<file path="config.mk">
export PLATFORM = sky130hd
export DESIGN_NAME = riscv_io_top
export DESIGN_NICKNAME = d
export VERILOG_FILES = /design/src/riscv_io_pkg.sv /design/src/uart_core_if.sv /design/src/riscv_rst_sync.sv /design/src/riscv_button_debouncer.sv /design/src/uart_tx_fifo.sv /design/src/uart_tx_serializer.sv /design/src/uart_peripheral_top.sv /design/src/riscv_io_top.sv
export SDC_FILE = /design/constraint.sdc
export NUM_CORES = 2
export LEC_CHECK = 0
export ABC_AREA = 1
export BUFFER_PORTS_ARGS = -buffer_cell sky130_fd_sc_hd__buf_2
export CAP_MARGIN = 20
export CORE_MARGIN = 2
export CORE_UTILIZATION = 65
export CTS_BUF_LIST = sky130_fd_sc_hd__clkbuf_8
export DETAILED_ROUTE_END_ITERATION = 10
export PLACE_DENSITY = 0.77
export SLEW_MARGIN = 30
export SYNTH_ARGS = -nofsm -noshare
export SYNTH_HDL_FRONTEND = slang
export SYNTH_HIERARCHICAL = 1
export SYNTH_SLANG_ARGS = --single-unit
</file>
<file path="constraint.sdc">
create_clock -name i_riscv_clk -period 6 [get_ports i_riscv_clk]
set_input_delay 1.2 -clock i_riscv_clk [delete_from_list [all_inputs] [get_ports i_riscv_clk]]
set_output_delay 1.2 -clock i_riscv_clk [all_outputs]
set_load 0.05 [all_outputs]
</file>
<file path="src/riscv_io_pkg.sv">
package riscv_io_pkg;

  // width of one uart character
  localparam int unsigned UART_DATA_BITS = 8;

  typedef logic [UART_DATA_BITS-1:0] uart_byte_t;

  // 20 bits covers slow baud rates off a fast core clock
  typedef logic [19:0] baud_cnt_t;

  // frame sequencer states
  typedef enum logic [2:0] {
    IDLE,    // line high, waiting for fifo data
    START,   // start bit, line low
    DATA,    // 8 data bits, lsb first
    PARITY,  // only when parity is enabled
    STOP     // one stop bit, line high
  } tx_state_t;

  // defaults for a real board
  localparam int unsigned DEF_FIFO_DEPTH = 256;

  // roughly 115200 baud at 800 MHz
  localparam baud_cnt_t DEF_BAUD_DIVISOR = 20'd6945;

  localparam logic DEF_PAR_EN   = 1'b1;
  localparam logic DEF_PAR_TYPE = 1'b0; // 0 even, 1 odd

  // about 5 ms of contact bounce at 100 MHz
  localparam int unsigned DEF_DEBOUNCE_CYCLES = 500000;

endpackage

</file>
<file path="src/uart_core_if.sv">
`timescale 1ns/1ps

interface uart_core_if;
  import riscv_io_pkg::*;

  uart_byte_t tx_pdata;   // byte written by the core
  logic       tx_valid;   // one-cycle write strobe
  logic       fifo_full;  // strobes are lost while high
  logic       tx_busy;    // fifo or shifter still working

  // core side
  modport core (
    output tx_pdata,
    output tx_valid,
    input  fifo_full,
    input  tx_busy
  );

  // uart side
  modport periph (
    input  tx_pdata,
    input  tx_valid,
    output fifo_full,
    output tx_busy
  );

endinterface

</file>
<file path="src/riscv_rst_sync.sv">
`timescale 1ns/1ps

module riscv_rst_sync (
  input  logic i_riscv_clk ,
  input  logic i_rst_n     ,
  output logic o_rst_n_sync
);

  logic rst_meta; // first stage

  // assert quickly, release only after two clean edges
  always_ff @(posedge i_riscv_clk) begin
    if (!i_rst_n) begin
      rst_meta     <= 1'b0;
      o_rst_n_sync <= 1'b0;
    end else begin
      rst_meta     <= 1'b1;
      o_rst_n_sync <= rst_meta;
    end
  end

endmodule

</file>
<file path="src/riscv_button_debouncer.sv">
`timescale 1ns/1ps

module riscv_button_debouncer #(
  parameter int unsigned DEBOUNCE_CYCLES = riscv_io_pkg::DEF_DEBOUNCE_CYCLES
) (
  input  logic i_riscv_clk,
  input  logic i_rst_n    ,
  input  logic i_noisy    ,
  output logic o_debounced
);

  localparam int unsigned      CNT_W    = $clog2(DEBOUNCE_CYCLES + 1);
  localparam logic [CNT_W-1:0] CNT_DONE = CNT_W'(DEBOUNCE_CYCLES);

  logic             noisy_meta;
  logic             noisy_sync;
  logic             level_diff; // synced input disagrees with output
  logic [CNT_W-1:0] stable_cnt;

  // button is asynchronous to the core clock
  always_ff @(posedge i_riscv_clk) begin
    if (!i_rst_n) begin
      noisy_meta <= 1'b0;
      noisy_sync <= 1'b0;
    end else begin
      noisy_meta <= i_noisy;
      noisy_sync <= noisy_meta;
    end
  end

  assign level_diff = noisy_sync ^ o_debounced;

  // count how long the new level has held
  always_ff @(posedge i_riscv_clk) begin
    if (!i_rst_n) begin
      stable_cnt  <= '0;
      o_debounced <= 1'b0;
    end else if (!level_diff) begin
      stable_cnt <= '0; // bounced back, start over
    end else if (stable_cnt == CNT_DONE) begin
      o_debounced <= noisy_sync;
      stable_cnt  <= '0;
    end else begin
      stable_cnt <= stable_cnt + 1'b1;
    end
  end

endmodule

</file>
<file path="src/uart_tx_fifo.sv">
`timescale 1ns/1ps

module uart_tx_fifo #(
  parameter int unsigned FIFO_DEPTH = riscv_io_pkg::DEF_FIFO_DEPTH
) (
  input  logic                     i_riscv_clk,
  input  logic                     i_rst_n    ,
  input  logic                     i_wr_en    ,
  input  riscv_io_pkg::uart_byte_t i_wr_data  ,
  input  logic                     i_rd_en    ,
  output riscv_io_pkg::uart_byte_t o_rd_data  ,
  output logic                     o_full     ,
  output logic                     o_empty
);
  import riscv_io_pkg::*;

  localparam int unsigned      PTR_W    = (FIFO_DEPTH > 1) ? $clog2(FIFO_DEPTH) : 1;
  localparam int unsigned      CNT_W    = $clog2(FIFO_DEPTH + 1);
  localparam logic [PTR_W-1:0] LAST_PTR = PTR_W'(FIFO_DEPTH - 1);

  uart_byte_t       mem [FIFO_DEPTH];
  logic [PTR_W-1:0] wr_ptr;
  logic [PTR_W-1:0] rd_ptr;
  logic [CNT_W-1:0] count; // bytes stored
  logic             wr_ok;
  logic             rd_ok;

  assign o_full  = (count == CNT_W'(FIFO_DEPTH));
  assign o_empty = (count == '0);

  // full and empty guard the pointers
  assign wr_ok = i_wr_en & ~o_full;
  assign rd_ok = i_rd_en & ~o_empty;

  // head entry, valid whenever not empty
  assign o_rd_data = mem[rd_ptr];

  always_ff @(posedge i_riscv_clk) begin
    if (wr_ok) begin
      mem[wr_ptr] <= i_wr_data;
    end
  end

  // pointers wrap by hand, depth need not be a power of two
  always_ff @(posedge i_riscv_clk) begin
    if (!i_rst_n) begin
      wr_ptr <= '0;
      rd_ptr <= '0;
      count  <= '0;
    end else begin
      if (wr_ok) begin
        wr_ptr <= (wr_ptr == LAST_PTR) ? '0 : wr_ptr + 1'b1;
      end
      if (rd_ok) begin
        rd_ptr <= (rd_ptr == LAST_PTR) ? '0 : rd_ptr + 1'b1;
      end
      case ({wr_ok, rd_ok})
        2'b10:   count <= count + 1'b1;
        2'b01:   count <= count - 1'b1;
        default: count <= count; // none, or push and pop together
      endcase
    end
  end

endmodule

</file>
<file path="src/uart_tx_serializer.sv">
`timescale 1ns/1ps

module uart_tx_serializer #(
  parameter riscv_io_pkg::baud_cnt_t BAUD_DIVISOR = riscv_io_pkg::DEF_BAUD_DIVISOR,
  parameter logic                    PAR_EN       = riscv_io_pkg::DEF_PAR_EN      ,
  parameter logic                    PAR_TYPE     = riscv_io_pkg::DEF_PAR_TYPE
) (
  input  logic                     i_riscv_clk,
  input  logic                     i_rst_n    ,
  input  riscv_io_pkg::uart_byte_t i_data     ,
  input  logic                     i_empty    ,
  output logic                     o_pop      ,
  output logic                     o_tx_sdata ,
  output logic                     o_active
);
  import riscv_io_pkg::*;

  localparam baud_cnt_t  BAUD_LAST = BAUD_DIVISOR - baud_cnt_t'(1);
  localparam logic [2:0] LAST_BIT  = 3'(UART_DATA_BITS - 1);

  tx_state_t  state;
  baud_cnt_t  baud_cnt;   // cycles spent in the current bit
  logic [2:0] bit_idx;
  uart_byte_t shift_q;
  logic       bit_done;
  logic       parity_bit;

  assign bit_done = (baud_cnt == BAUD_LAST);

  // rotation never changes the xor of the byte
  assign parity_bit = (^shift_q) ^ PAR_TYPE;

  assign o_pop    = (state == IDLE) & ~i_empty;
  assign o_active = (state != IDLE);

  // bit timer, held at zero while idle
  always_ff @(posedge i_riscv_clk) begin
    if (!i_rst_n) begin
      baud_cnt <= '0;
    end else if (state == IDLE || bit_done) begin
      baud_cnt <= '0;
    end else begin
      baud_cnt <= baud_cnt + 1'b1;
    end
  end

  always_ff @(posedge i_riscv_clk) begin
    if (!i_rst_n) begin
      state   <= IDLE;
      bit_idx <= '0;
    end else begin
      case (state)
        IDLE: begin
          if (o_pop) state <= START;
        end
        START: begin
          if (bit_done) begin
            state   <= DATA;
            bit_idx <= '0;
          end
        end
        DATA: begin
          if (bit_done) begin
            bit_idx <= bit_idx + 1'b1;
            if (bit_idx == LAST_BIT) begin
              if (PAR_EN) state <= PARITY;
              else        state <= STOP;
            end
          end
        end
        PARITY: begin
          if (bit_done) state <= STOP;
        end
        STOP: begin
          if (bit_done) state <= IDLE; // next pop may follow at once
        end
        default: state <= IDLE;
      endcase
    end
  end

  // rotate right, after eight bits the byte is back in place for parity
  always_ff @(posedge i_riscv_clk) begin
    if (o_pop) begin
      shift_q <= i_data;
    end else if (state == DATA && bit_done) begin
      shift_q <= {shift_q[0], shift_q[UART_DATA_BITS-1:1]};
    end
  end

  always_comb begin
    case (state)
      START:   o_tx_sdata = 1'b0;
      DATA:    o_tx_sdata = shift_q[0];
      PARITY:  o_tx_sdata = parity_bit;
      default: o_tx_sdata = 1'b1; // idle and stop
    endcase
  end

endmodule

</file>
<file path="src/uart_peripheral_top.sv">
`timescale 1ns/1ps

module uart_peripheral_top #(
  parameter int unsigned             FIFO_DEPTH   = riscv_io_pkg::DEF_FIFO_DEPTH  ,
  parameter riscv_io_pkg::baud_cnt_t BAUD_DIVISOR = riscv_io_pkg::DEF_BAUD_DIVISOR,
  parameter logic                    PAR_EN       = riscv_io_pkg::DEF_PAR_EN      ,
  parameter logic                    PAR_TYPE     = riscv_io_pkg::DEF_PAR_TYPE
) (
  input  logic        i_riscv_clk,
  input  logic        i_rst_n    ,
  uart_core_if.periph io_core    ,
  output logic        o_tx_sdata
);
  import riscv_io_pkg::*;

  uart_byte_t fifo_rd_data;
  logic       fifo_wr_en;
  logic       fifo_full;
  logic       fifo_empty;
  logic       ser_pop;
  logic       ser_active;

  assign fifo_wr_en = io_core.tx_valid & ~fifo_full; // strobe while full is dropped

  assign io_core.fifo_full = fifo_full;
  assign io_core.tx_busy   = ser_active | ~fifo_empty;

  uart_tx_fifo #(
    .FIFO_DEPTH(FIFO_DEPTH)
  ) uart_tx_fifo_inst (
    .i_riscv_clk(i_riscv_clk     ),
    .i_rst_n    (i_rst_n         ),
    .i_wr_en    (fifo_wr_en      ),
    .i_wr_data  (io_core.tx_pdata),
    .i_rd_en    (ser_pop         ),
    .o_rd_data  (fifo_rd_data    ),
    .o_full     (fifo_full       ),
    .o_empty    (fifo_empty      )
  );

  uart_tx_serializer #(
    .BAUD_DIVISOR(BAUD_DIVISOR),
    .PAR_EN      (PAR_EN      ),
    .PAR_TYPE    (PAR_TYPE    )
  ) uart_tx_serializer_inst (
    .i_riscv_clk(i_riscv_clk ),
    .i_rst_n    (i_rst_n     ),
    .i_data     (fifo_rd_data),
    .i_empty    (fifo_empty  ),
    .o_pop      (ser_pop     ),
    .o_tx_sdata (o_tx_sdata  ),
    .o_active   (ser_active  )
  );

endmodule

</file>
<file path="src/riscv_io_top.sv">
`timescale 1ns/1ps

module riscv_io_top #(
  parameter int unsigned             FIFO_DEPTH      = riscv_io_pkg::DEF_FIFO_DEPTH     ,
  parameter riscv_io_pkg::baud_cnt_t BAUD_DIVISOR    = riscv_io_pkg::DEF_BAUD_DIVISOR   ,
  parameter logic                    PAR_EN          = riscv_io_pkg::DEF_PAR_EN         ,
  parameter logic                    PAR_TYPE        = riscv_io_pkg::DEF_PAR_TYPE       ,
  parameter int unsigned             DEBOUNCE_CYCLES = riscv_io_pkg::DEF_DEBOUNCE_CYCLES
) (
  input  logic                     i_riscv_clk                   ,
  input  logic                     i_rst_n                       ,
  input  logic                     i_riscv_top_external_interrupt,
  input  riscv_io_pkg::uart_byte_t i_riscv_top_tx_pdata          ,
  input  logic                     i_riscv_top_tx_valid          ,
  output logic                     o_riscv_top_tx_data           ,
  output logic                     o_riscv_top_tx_busy           ,
  output logic                     o_riscv_top_fifo_full         ,
  output logic                     o_riscv_top_ext_irq
);

  logic rst_n_sync; // shared by every block below

  uart_core_if uart_core_if_inst ();

  // the core's write port comes straight from the pins
  assign uart_core_if_inst.tx_pdata = i_riscv_top_tx_pdata;
  assign uart_core_if_inst.tx_valid = i_riscv_top_tx_valid;
  assign o_riscv_top_fifo_full      = uart_core_if_inst.fifo_full;
  assign o_riscv_top_tx_busy        = uart_core_if_inst.tx_busy; // active high here

  riscv_rst_sync riscv_rst_sync_inst (
    .i_riscv_clk (i_riscv_clk),
    .i_rst_n     (i_rst_n    ),
    .o_rst_n_sync(rst_n_sync )
  );

  riscv_button_debouncer #(
    .DEBOUNCE_CYCLES(DEBOUNCE_CYCLES)
  ) riscv_button_debouncer_inst (
    .i_riscv_clk(i_riscv_clk                   ),
    .i_rst_n    (rst_n_sync                    ),
    .i_noisy    (i_riscv_top_external_interrupt),
    .o_debounced(o_riscv_top_ext_irq           )
  );

  uart_peripheral_top #(
    .FIFO_DEPTH  (FIFO_DEPTH  ),
    .BAUD_DIVISOR(BAUD_DIVISOR),
    .PAR_EN      (PAR_EN      ),
    .PAR_TYPE    (PAR_TYPE    )
  ) uart_peripheral_top_inst (
    .i_riscv_clk(i_riscv_clk        ),
    .i_rst_n    (rst_n_sync         ),
    .io_core    (uart_core_if_inst  ),
    .o_tx_sdata (o_riscv_top_tx_data)
  );

endmodule

</file>
==> flow_summary.toml <==
[run]
drv_cap = 0

[finish]
final_common_cell = "nand2_1"
nNetsFinal = 7563
layout_common_cells = "nand2_1, edfxtp_1, nand3_1, clkbuf_8, nor2_1"
multi_input_area_um2 = 21600
syn_to_final_growth_pct = 7.69
regArea_um2 = 63400
drive_above_1_share_pct = 7.20
nFillCells = 9042

[grt]
track_usage_pct = 32.3
grt_pass1_wl_um = 334000
overflow = 0
first_global_vias = 57037
antenna_found_initial = 2
grt_max_degree = 256

[synth]
yosys_warnings = 6
synthTopCellsByArea = "edfxtp_1, nand3_1, nand2_1"
synth_top_flop_cell = "edfxtp_1"
synth_enable_flop_cells = 2056
yosysSeqAreaShare_pct = 72.2
syn_area_um2 = 87800
ys_types = 44
synth_area_per_cell_um2 = 11.6
async_flop_share_pct = 0
syn_nets = 7615
synth_area_leader_cell = "edfxtp_1"
postSynthCellCount = 7589
ys_ff_latch = 2139
netlist.area_leader.share_pct = 70.3

[clocking]
clock_latency_ps = 1030
clk_pin_slew_ps = 60
ctsResizeCount = 0
cts_tree = "yes"
clock_path_buffers = 4
post-cts-setup-buffers = 0
htree_levels = 5
hold_buffers = 0
root_buffer = "clkbuf_8"
cts_inserted_buffers = 343
clock_sinks = 2139

[critical_path]
end_kind = "flip-flop"
critPathRequiredTime_ps = 6900
crit_type = "flip-flop to flip-flop"
worstPathMaxFanout = 80
start_kind = "flip-flop"
arrival_ps = 4910
r2r_cells = 14

[detailed_routing]
avgRoutedWirePerCell_um = 23.4
dr_total_vias = 59996
viasPerCell = 6.28
drc = 0
ant_nets = 0
firstDrtPassIters = 6
drt_iter0_markers = 8844
finalWirelength_um = 223000

[placement]
numPortBuffers = 15
place_congestion = 0.911
place_hpwl_um = 123000

[timing]
setup_tns_ps = 0
rsz0062_at_grt = "no"
max_slew.worst_pin.slew_ps = 1030
max-slew-margin-rel_pct = 31.0
drv_slew = 0
max_freq_mhz = 250
min_period_ps = 4000
fin_crit_sh_pct = 66.7
finClkSkew_ps = 56.1
hold_viol = 0
finalSetupViolCount = 0

[floorplanning]
start_util_pct = 65.6
core_area_um2 = 134000
io_pins = 16
die_area_um2 = 138000
dieWidth_um = 372
die_y_um = 372
rows = 134

[power_and_ir_drop]
irDropWorstVdd_mv = 0.331
p_leak_uw = 0.0329
power_uw = 36300
power_density_nw_per_um2 = 383

[worst_hold_path]
worstHoldPathCells = 1
holdCritPathClass = "input port to flip-flop"

[status]
status = "complete, no violations"
-- Yosys cell counts, types with 2 or more instances --
cell type and n:
and3_1 2, buf_6 8, buf_1 35, a21oi_1 42, nand3b_1 4, nand2_1 2256
nand3_2 4, o21ai_0 29, nor2_1 345, nor2_4 4, xnor2_1 13, buf_4 74
a21oi_2 2, buf_2 262, inv_1 93, nand3_4 2, dfxtp_1 83, nand4_2 4
nor3_2 8, xor2_1 20, nand3_1 2046, nand4_1 17, inv_2 10, nor3_1 12
ha_1 14, clkbuf_1 110, nor2_2 9, edfxtp_1 2056, or2_0 6, nand2_2 5
-- critical path: stages (launching register included) --
cell and delay (ps):
dfxtp_4 860, buf_4 640, buf_4 780, nand2_1 140, nand3_1 150, nand3_1 110
nand3_1 140, nand3_1 110, nand3_1 220, nand3_1 210, nand2_1 150, nand2_1 60
nand2_1 80, nand2_1 60, nand2_1 80
-- kinds of logic after synthesis --
family	Yosys count	share of synthesized area (%)
AO/OA/AOI/OAI	78	0.467
AND/OR/NAND/NOR	4731	23.5
flip-flops	2139	72.2
adder cells (fa/ha/maj)	14	0.199
buffers and inverters	594	3.30
XOR/XNOR	33	0.329
-- power breakdown --
| part | switching (µW) | internal [µW] | leakage [µW] |
|---|---|---|---|
| logic | 6190 | 2280 | 0.0103 |
| registers | 176 | 16500 | 0.0192 |
| clock network | 5430 | 5660 | 0.00345 |
-- per-stage QoR --
| stage | std cells | hold slack, ps | instance area, µm² | util, % | worst slack [ps] |
|---|---|---|---|---|---|
| CTS | 9542 | 251 | 94500 | 70.7 | 2170 |
| global route | 9545 | 274 | 94600 | 70.7 | 1790 |
| finish | 9546 | 313 | 94600 | 70.7 | 2000 |
| detailed placement | 8960 | 398 | 88600 | 66.2 | 1760 |
| global placement | 8960 | 391 | 88600 | 66.2 | 1840 |
| floorplan | 7589 | 386 | 87800 | - | 2740 |
-- final cells by class --
type / instances / share of cell area (%)
Clock buffer: 352 / 5.12
Multi-Input combinational cell: 4856 / 22.8
Clock inverter: 230 / 1.15
Antenna cell: 4 / 0.0106
Timing Repair Buffer: 92 / 1.03
Sequential cell: 2139 / 67.1
Inverter: 105 / 0.460
Tap cell: 1768 / 2.34
-- metal layers --
| metal | track usage, % | share of wire, % | wire length (µm) |
|---|---|---|---|
| met1 | 45.5 | 37 | 83700 |
| met2 | 49.5 | 46 | 103000 |
| met3 | 5.99 | 12 | 26800 |
| met4 | 15.1 | 4.3 | 9600 |
| met5 | 0 | 0 | 0 |
-- state kept, by name, indices dropped and copies added, names as in the netlist, named ones only --
register,count
riscv_rst_sync_inst/rst_meta,1
uart_peripheral_top_inst/uart_tx_fifo_inst/rd_ptr,8
riscv_button_debouncer_inst/o_debounced,1
uart_peripheral_top_inst/uart_tx_serializer_inst/state,3
uart_peripheral_top_inst/uart_tx_serializer_inst/shift_q,8
riscv_button_debouncer_inst/noisy_meta,1
uart_peripheral_top_inst/uart_tx_serializer_inst/baud_cnt,20
uart_peripheral_top_inst/uart_tx_serializer_inst/bit_idx,3
uart_peripheral_top_inst/uart_tx_fifo_inst/mem,2048
riscv_button_debouncer_inst/noisy_sync,1
riscv_button_debouncer_inst/stable_cnt,19
riscv_rst_sync_inst/o_rst_n_sync,1
uart_peripheral_top_inst/uart_tx_fifo_inst/count,9
uart_peripheral_top_inst/uart_tx_fifo_inst/wr_ptr,8
-- final timing paths --
path                                                                    end                                  from  slack, ps
worst max register to register                                    flip-flop                             flip-flop       2000
worst min register to register  riscv_rst_sync_inst/o_rst_n_sync$_SDFF_PN0_  riscv_rst_sync_inst/rst_meta$_DFF_P_        410
worst min-delay path                   riscv_rst_sync_inst/rst_meta$_DFF_P_                               i_rst_n        310
worst max-delay path                                              flip-flop                             flip-flop       2000
No activity file was read; power rests on OpenSTA's default activity.
